[src/cpu_settings.svh]
`ifndef CPU_SETTINGS_SVH
`define CPU_SETTINGS_SVH

// Datapath word size
`define CPU_DATA_WIDTH 16

// Register file shape
`define CPU_REG_COUNT 16
`define CPU_REG_SEL_WIDTH 4

// Instruction word and program store
`define CPU_INSTR_WIDTH 16
`define CPU_IMEM_DEPTH 64

// PC covers the whole instruction memory
`define CPU_PC_WIDTH 6

`endif

[src/cpu_pkg.sv]
`include "cpu_settings.svh"

package cpu_pkg;

  // Immediate field takes what opcode and rd leave over
  localparam int IMM_WIDTH = `CPU_INSTR_WIDTH - 4 - `CPU_REG_SEL_WIDTH;

  // Register ops 0..6 line up with the ALU codes below
  typedef enum logic [3:0] {
    OP_ADD  = 4'd0,
    OP_SUB  = 4'd1,
    OP_AND  = 4'd2,
    OP_OR   = 4'd3,
    OP_XOR  = 4'd4,
    OP_SHL  = 4'd5,
    OP_SHR  = 4'd6,
    OP_LDI  = 4'd7,
    OP_ADDI = 4'd8,
    OP_BNZ  = 4'd9,
    OP_OUT  = 4'd10,
    OP_HALT = 4'd11
  } opcode_e;

  typedef enum logic [2:0] {
    ALU_ADD    = 3'd0,
    ALU_SUB    = 3'd1,
    ALU_AND    = 3'd2,
    ALU_OR     = 3'd3,
    ALU_XOR    = 3'd4,
    ALU_SHL    = 3'd5,
    ALU_SHR    = 3'd6,
    ALU_PASS_B = 3'd7
  } alu_op_e;

  typedef struct packed {
    opcode_e                       opcode;
    logic [`CPU_REG_SEL_WIDTH-1:0] rd;
    logic [`CPU_REG_SEL_WIDTH-1:0] rs1;
    logic [`CPU_REG_SEL_WIDTH-1:0] rs2;
  } instr_r_t;

  typedef struct packed {
    opcode_e                       opcode;
    logic [`CPU_REG_SEL_WIDTH-1:0] rd;
    logic [IMM_WIDTH-1:0]          imm;
  } instr_i_t;

  // Same word, register view or immediate view
  typedef union packed {
    instr_r_t r;
    instr_i_t i;
  } instr_u;

endpackage

[src/alu.sv]
`timescale 1ns/1ps
`include "cpu_settings.svh"

module alu import cpu_pkg::*; (
  input  alu_op_e                    alu_op,
  input  logic                       operand_b_sel,
  input  logic [`CPU_DATA_WIDTH-1:0] operand_a,
  input  logic [`CPU_DATA_WIDTH-1:0] operand_b_reg,
  input  logic [`CPU_DATA_WIDTH-1:0] imm_data,
  output logic [`CPU_DATA_WIDTH-1:0] result,
  output logic                       zero
);

  logic [`CPU_DATA_WIDTH-1:0] operand_b;
  logic [3:0]                 shamt;

  // Immediate forms replace read port 2
  assign operand_b = operand_b_sel ? imm_data : operand_b_reg;

  // Only the low nibble sets the shift distance
  assign shamt = operand_b[3:0];

  //////////////////////////////////////////////////
  // Function select
  //////////////////////////////////////////////////

  always_comb begin
    case (alu_op)
      ALU_ADD:    result = operand_a + operand_b;
      ALU_SUB:    result = operand_a - operand_b;
      ALU_AND:    result = operand_a & operand_b;
      ALU_OR:     result = operand_a | operand_b;
      ALU_XOR:    result = operand_a ^ operand_b;
      // Logical shifts, zeros fill in
      ALU_SHL:    result = operand_a << shamt;
      ALU_SHR:    result = operand_a >> shamt;
      ALU_PASS_B: result = operand_b;
      default:    result = '0;
    endcase
  end

  // Branch test looks at operand A, not the result
  assign zero = (operand_a == '0);

endmodule

[src/control_unit.sv]
`timescale 1ns/1ps
`include "cpu_settings.svh"

module control_unit import cpu_pkg::*; (
  input  logic                          clk,
  input  logic                          rst_n,
  input  logic                          start,
  input  instr_u                        instr,
  input  logic                          zero,
  input  logic [`CPU_DATA_WIDTH-1:0]    alu_result,
  output logic [`CPU_PC_WIDTH-1:0]      pc,
  output logic [`CPU_REG_SEL_WIDTH-1:0] read_select_1,
  output logic [`CPU_REG_SEL_WIDTH-1:0] read_select_2,
  output logic [`CPU_REG_SEL_WIDTH-1:0] write_select,
  output logic                          write,
  output alu_op_e                       alu_op,
  output logic                          operand_b_sel,
  output logic [`CPU_DATA_WIDTH-1:0]    imm_data,
  output logic                          out_valid,
  output logic [`CPU_DATA_WIDTH-1:0]    out_data,
  output logic                          halted
);

  typedef enum logic [1:0] {S_IDLE, S_FETCH, S_EXECUTE, S_HALTED} state_e;

  state_e  state;
  opcode_e opcode;
  logic    exec;

  assign opcode = instr.r.opcode;
  assign exec   = (state == S_EXECUTE);

  //////////////////////////////////////////////////
  // Decode
  //////////////////////////////////////////////////

  always_comb begin
    // Register view by default
    read_select_1 = instr.r.rs1;
    read_select_2 = instr.r.rs2;
    write_select  = instr.r.rd;
    alu_op        = ALU_ADD;
    operand_b_sel = 1'b0;
    imm_data      = {{(`CPU_DATA_WIDTH-IMM_WIDTH){instr.i.imm[IMM_WIDTH-1]}}, instr.i.imm};
    write         = 1'b0;
    case (opcode)
      OP_ADD, OP_SUB, OP_AND, OP_OR, OP_XOR, OP_SHL, OP_SHR: begin
        alu_op = alu_op_e'(opcode[2:0]);
        write  = exec;
      end
      OP_LDI: begin
        alu_op        = ALU_PASS_B;
        operand_b_sel = 1'b1;
        write         = exec;
      end
      OP_ADDI: begin
        read_select_1 = instr.i.rd;
        operand_b_sel = 1'b1;
        write         = exec;
      end
      OP_BNZ: begin
        read_select_1 = instr.i.rd;
      end
      OP_OUT: begin
        // rd + 0 carries rd through the ALU
        read_select_1 = instr.i.rd;
        operand_b_sel = 1'b1;
        imm_data      = '0;
      end
      default: begin
      end
    endcase
  end

  //////////////////////////////////////////////////
  // Sequencer and PC
  //////////////////////////////////////////////////

  always_ff @(posedge clk or negedge rst_n) begin
    if (!rst_n) begin
      state     <= S_IDLE;
      pc        <= '0;
      halted    <= 1'b0;
      out_valid <= 1'b0;
      out_data  <= '0;
    end else begin
      out_valid <= 1'b0;
      case (state)
        S_IDLE, S_HALTED: begin
          if (start) begin
            pc     <= '0;
            halted <= 1'b0;
            state  <= S_FETCH;
          end
        end
        S_FETCH: state <= S_EXECUTE;
        S_EXECUTE: begin
          state <= S_FETCH;
          pc    <= pc + 1'b1;
          case (opcode)
            OP_BNZ: begin
              if (!zero) begin
                pc <= instr.i.imm[`CPU_PC_WIDTH-1:0];
              end
            end
            OP_OUT: begin
              out_valid <= 1'b1;
              out_data  <= alu_result;
            end
            OP_HALT: begin
              state  <= S_HALTED;
              halted <= 1'b1;
            end
            default: begin
            end
          endcase
        end
        default: state <= S_IDLE;
      endcase
    end
  end

endmodule

[src/cpu_top.sv]
`timescale 1ns/1ps
`include "cpu_settings.svh"

module cpu_top import cpu_pkg::*; (
  input  logic                        clk,
  input  logic                        rst_n,
  input  logic                        start,
  input  logic                        load_en,
  input  logic [`CPU_PC_WIDTH-1:0]    load_addr,
  input  logic [`CPU_INSTR_WIDTH-1:0] load_data,
  output logic                        out_valid,
  output logic [`CPU_DATA_WIDTH-1:0]  out_data,
  output logic                        halted
);

  instr_u                        instr;
  alu_op_e                       alu_op;
  logic [`CPU_PC_WIDTH-1:0]      pc;
  logic [`CPU_REG_SEL_WIDTH-1:0] read_select_1;
  logic [`CPU_REG_SEL_WIDTH-1:0] read_select_2;
  logic [`CPU_REG_SEL_WIDTH-1:0] write_select;
  logic                          write;
  logic                          operand_b_sel;
  logic                          zero;
  logic [`CPU_DATA_WIDTH-1:0]    imm_data;
  logic [`CPU_DATA_WIDTH-1:0]    read_data_1;
  logic [`CPU_DATA_WIDTH-1:0]    read_data_2;
  logic [`CPU_DATA_WIDTH-1:0]    alu_result;

  control_unit control_unit_i (
    .clk, .rst_n, .start,
    .instr, .zero, .alu_result, .pc,
    .read_select_1, .read_select_2, .write_select,
    .write, .alu_op, .operand_b_sel, .imm_data,
    .out_valid, .out_data, .halted
  );

  register_file register_file_i (
    .clk, .rst_n,
    .read_select_1, .read_select_2, .write_select, .write,
    .write_data (alu_result),
    .read_data_1, .read_data_2
  );

  // Operand A always from read port 1
  alu alu_i (
    .alu_op, .operand_b_sel,
    .operand_a     (read_data_1),
    .operand_b_reg (read_data_2),
    .imm_data,
    .result        (alu_result),
    .zero
  );

  instr_mem instr_mem_i (
    .clk, .load_en, .load_addr, .load_data, .pc, .instr
  );

endmodule

[src/instr_mem.sv]
`timescale 1ns/1ps
`include "cpu_settings.svh"

module instr_mem (
  input  logic                        clk,
  input  logic                        load_en,
  input  logic [`CPU_PC_WIDTH-1:0]    load_addr,
  input  logic [`CPU_INSTR_WIDTH-1:0] load_data,
  input  logic [`CPU_PC_WIDTH-1:0]    pc,
  output logic [`CPU_INSTR_WIDTH-1:0] instr
);

  logic [`CPU_INSTR_WIDTH-1:0] mem [`CPU_IMEM_DEPTH];

  //////////////////////////////////////////////////
  // Program load port
  //////////////////////////////////////////////////

  always_ff @(posedge clk) begin
    if (load_en) begin
      mem[load_addr] <= load_data;
    end
  end

  //////////////////////////////////////////////////
  // Fetch port
  //////////////////////////////////////////////////

  // Word at pc shows up one cycle later
  always_ff @(posedge clk) begin
    instr <= mem[pc];
  end

endmodule

[src/register_file.sv]
`timescale 1ns/1ps
`include "cpu_settings.svh"

module register_file (
  input  logic                          clk,
  input  logic                          rst_n,
  input  logic [`CPU_REG_SEL_WIDTH-1:0] read_select_1,
  input  logic [`CPU_REG_SEL_WIDTH-1:0] read_select_2,
  input  logic [`CPU_REG_SEL_WIDTH-1:0] write_select,
  input  logic                          write,
  input  logic [`CPU_DATA_WIDTH-1:0]    write_data,
  output logic [`CPU_DATA_WIDTH-1:0]    read_data_1,
  output logic [`CPU_DATA_WIDTH-1:0]    read_data_2
);

  logic [`CPU_DATA_WIDTH-1:0] regs [`CPU_REG_COUNT];

  //////////////////////////////////////////////////
  // Storage
  //////////////////////////////////////////////////

  always_ff @(posedge clk or negedge rst_n) begin
    if (!rst_n) begin
      for (int i = 0; i < `CPU_REG_COUNT; i++) begin
        regs[i] <= '0;
      end
    end else if (write) begin
      regs[write_select] <= write_data;
    end
  end

  //////////////////////////////////////////////////
  // Read ports
  //////////////////////////////////////////////////

  // Port 1 follows its own select only
  always_comb begin
    read_data_1 = regs[read_select_1];
  end

  // Port 2 likewise, no coupling to port 1
  always_comb begin
    read_data_2 = regs[read_select_2];
  end

endmodule

[config.mk]
export PLATFORM = sky130hd
export DESIGN_NAME = cpu_top
export DESIGN_NICKNAME = d
export VERILOG_FILES = /design/src/cpu_pkg.sv /design/src/alu.sv /design/src/control_unit.sv /design/src/cpu_top.sv /design/src/instr_mem.sv /design/src/register_file.sv
export VERILOG_INCLUDE_DIRS = /design/src
export SDC_FILE = /design/constraint.sdc
export NUM_CORES = 2
export LEC_CHECK = 0
export BUFFER_PORTS_ARGS = -buffer_cell sky130_fd_sc_hd__buf_2
export CAP_MARGIN = 20
export CORE_ASPECT_RATIO = 1.4
export CORE_MARGIN = 3
export CORE_UTILIZATION = 25
export CTS_BUF_LIST = sky130_fd_sc_hd__clkbuf_2 sky130_fd_sc_hd__clkbuf_4 sky130_fd_sc_hd__clkbuf_8
export CTS_CLUSTER_DIAMETER = 80
export DETAILED_ROUTE_END_ITERATION = 6
export SYNTH_ARGS = -nofsm -noshare
export SYNTH_HDL_FRONTEND = slang
export SYNTH_SLANG_ARGS = --single-unit
[constraint.sdc]
create_clock -name clk -period 5 [get_ports clk]
set_clock_uncertainty 0.1 [all_clocks]
set_input_delay 0.5 -clock clk [delete_from_list [all_inputs] [get_ports clk]]
set_output_delay 0.5 -clock clk [all_outputs]
set_load 0.01 [all_outputs]
==> results.md <==
- Status: finished, violations left
- Failing checks: negative setup slack
- Grt ovf: 0
- Distinct cells, synth: 101
- Die span in y: 593 um
- Reg power frac: between 20 and 30%
- Pwr/cell area: between 600 and 700 nW/um^2
- Largest net degree at the start of global routing: 161
- Worst-path clk slew: 0.06 ns
- Root Driver: clkbuf_8
- Net count, final: 4479
- # rows: 214
- Vias in the first global route: 39900
- Initial antenna violation count: 9
- P&R area growth vs syn: 20.1%
- Final Util: 30.3%
- Initial Utilization: 25.2%
- Unrepaired setup endpoints after global routing: true
- Core Area: 244000 sq um
- Leak pwr: 25.1 nW
- FF+latch count, synth: around 1300
- GRT Util Overall: around 14%
- DR pass1 iterations: 6
- Synth area leaders: edfxtp_1, mux4_2, dfrtp_1
- H-tree depth: 4
- Layout cells sized above 1: 34.2%
- Crit path buf inv count: 3
- Io pins: 44
- CP Data Required Time: 5.70 ns
- Hold crit path type: primary input to flip-flop
- Clock Path Buffers: 3
- Routability cong.: approximately 0.92
- Switching share of power: 42.0%
- CP delay by family, top: simple AND/OR/NAND/NOR gates
- Gate power share: 53.2%
- CP peak stage delay: 0.49 ns
- Fillcell total: about 24000
- Synth Area per Inst: about 15 sq um
- Slowest CP cell: mux4_2
- P_sw: 21.0 mW
- Final worst path period share: 102%
- Cell taking the most area after synthesis: edfxtp_1
- Syn Inst Count: 3991
- Synth Cell Area: 61500 sq um
- Primary FF master, synth: edfxtp_1
- Final hold violations: 0
- Buffers added on ports: 43
- Number of flops mapped to enable cells by yosys: 1024
- WP data arrival: ~5.8 ns
- Syn nets: 4070
- Die Area: 252000 sq um
- Hpwl dp: 121000 um
- Slew at the pin closest to its max-slew limit: 1.01 ns
- Fin crit period: just over 5 ns
- First-pass GRT wire length: approximately 270000 um
- Clock network power share: 19.2%
- Num Clock Sinks: 1322
- Clk Latency, worst-skew pair: 0.98 ns
- Endpoints failing setup: 32
- DRC viols: 0
- Final worst setup slack: -0.0821 ns
- Post-synth top cells: edfxtp_1, mux4_2, nand2_1, dfrtp_1, nand2b_1
- DRT Wirelength: 186000 um
- Post-DRT Antenna Nets: 0
- Internal power: approximately 29 mW
- Most common cell in the netlist: edfxtp_1
- Final Instance Count excl. Fillers: 7824
- Max Fanout on Critical Path: 16
- Maximum vdd drop: 0.000739 V
- CTS tree: done
- Async SR Flop Fraction: 21.3%
- Crit-path cells: buf_12 -> mux4_2 -> mux2_4 -> a21oi_2 -> a21oi_2 -> nand2_2 -> inv_2 -> nor4_4 -> nand2_2 -> nor2_4 -> nand4_1 -> o31a_1 -> xnor2_1 -> ha_2 -> or3_1 -> o21ai_1 -> a31o_2 -> xor2_1 -> nor2_1 -> a2111o_1 -> buf_12 -> mux2_2
- Worst Setup End Kind: flip-flop
- Total CTS buffers: 212
- Drt wl/cell: 23.7 um
- Via density per instance: 4.99
- Die Wd: 425 um
- YS warnings: 0
- Max-slew violations: 0
- Vias: just under 40000
- Rel. slew slack: between 30% and 40%
- Dpl cells: between 7000 and 8000
- Crit Path Class: flip-flop to flip-flop
- DR iter-0 viols: approximately 3600
- Post-synth top area share: 50.0%
- Fmax: 0.197 GHz
- CP startpoint kind: flip-flop
- Register area share after synthesis: 62.0%
- Setup TNS: -1.98 ns
- Max-cap violation count: 0
## per-stage QoR
| step | power (mW) | setup slack [ns] | area, sq um | hold WS, ns |
|---|---|---|---|---|
| floorplan | 27.9 | 0.0138 | 61500 | 0.104 |
| global placement | 39.2 | -0.512 | 67900 | 0.368 |
| detailed placement | 39.3 | -0.479 | 68400 | 0.368 |
| CTS | 49.3 | -0.00278 | 73000 | 0.0128 |
| global route | 52.6 | -0.307 | 73800 | 0.00374 |
| finish | 50.0 | -0.0821 | 73800 | 0.0411 |
## sequential cells by signal, summed over array words and instances (netlist names)
name and count:
control_unit_i.state 2, control_unit_i.halted 1, register_file_i.regs 256, instr_mem_i.mem 1024, control_unit_i.out_data 16, instr_mem_i.instr 16, control_unit_i.out_valid 1, control_unit_i.pc 6
## cell families (layout without fill, tap and decap cells)
logic type	after synthesis	after routing	synth area share (%)
buffers and inverters	348	937	2.57
xor gates and xnor gates	24	24	0.354
other	0	4	0
muxes	636	636	18.5
DFF	1322	1322	62.0
AOI/OAI and AO/OA	770	770	8.68
adders and majority gates	53	53	1.09
and+or+nand+nor	838	838	6.80
## worst register-to-register path: stages (launching register included)
cell and delay [ns]:
dfxtp_4 0.41, buf_12 0.15, mux4_2 0.49, mux2_4 0.29, a21oi_2 0.15, a21oi_2 0.07
nand2_2 0.09, inv_2 0.05, nor4_4 0.41, nand2_2 0.14, nor2_4 0.10, nand4_1 0.14
o31a_1 0.31, xnor2_1 0.14, ha_2 0.21, or3_1 0.34, o21ai_1 0.08, a31o_2 0.13
xor2_1 0.16, nor2_1 0.08, a2111o_1 0.45, buf_12 0.19, mux2_2 0.27
## layout by cell type (no fill, tap or decap), drive strengths merged, types with 41 or more instances in the layout
master and n:
edfxtp 1024, buf 485, mux4 381, nand2 307, clkbuf 292, dfrtp 282, nand2b 192, mux2 172
nor2 165, a21oi 154, o21ai 150, a211oi 112, clkinv 88, mux2i 83, a311oi 81, nand3 63
ha 52, inv 50, a22oi 42, o22ai 41
## metal layers
metal / part of all wire (%) / GRT usage, % / vias to the layer above
li1: - / - / 16800
met1: 38 / 17.1 / 20200
met2: 51 / 25.3 / 1587
met3: 6.0 / 2.46 / 479
met4: 5.4 / 7.14 / 4
met5: 0.016 / 0 / -
## path summary, 6_finish.rpt
path	start	end	slack (ns)	depth (start not counted)
setup / recovery	instr_mem_i.instr[0]	register_file_i.regs[205]	-0.08	22
hold / removal	load_data[2]	instr_mem_i.mem[58][2]	0.04	1
setup reg to reg	instr_mem_i.instr[0]	register_file_i.regs[205]	-0.08	22
hold reg to reg	control_unit_i.out_data[4]	control_unit_i.out_data[4]	0.37	2
max in group asynchronous	rst_n	register_file_i.regs[141]	3.46	3
min in group asynchronous	rst_n	control_unit_i.out_data[15]	0.07	2
## layout make-up
type | instances | area (sq um) | share of cell area [%]
Timing Repair Buffer | 501 | 4780 | 6.48
Tap cell | 3240 | 4050 | 5.49
Clock buffer | 289 | 3580 | 4.85
Multi-Input combinational cell | 2321 | 22200 | 30.1
Sequential cell | 1322 | 38200 | 51.7
Antenna cell | 4 | 10.0 | 0.0136
Clock inverter | 105 | 848 | 1.15
Inverter | 42 | 160 | 0.217
## power by group through the flow
stage,logic [mW],clock network [mW],registers [mW]
floorplan,14.4,0,13.5
global placement,25.1,0,14.0
detailed placement,25.3,0,14.1
CTS,25.7,9.84,13.8
global route,28.3,10.3,13.9
finish,26.6,9.60,13.8
## timing repair
action / in CTS / in global routing
endpoints found under the hold margin: 113 / 189
endpoints found under the setup margin: 134 / 146
resized for setup: 21 / 51
gates cloned: 0 / 4
buffers inserted: 5 / 13
pin swaps: 3 / 12
hold buffers: 3 / 10
No activity file was read; power rests on OpenSTA's default activity.
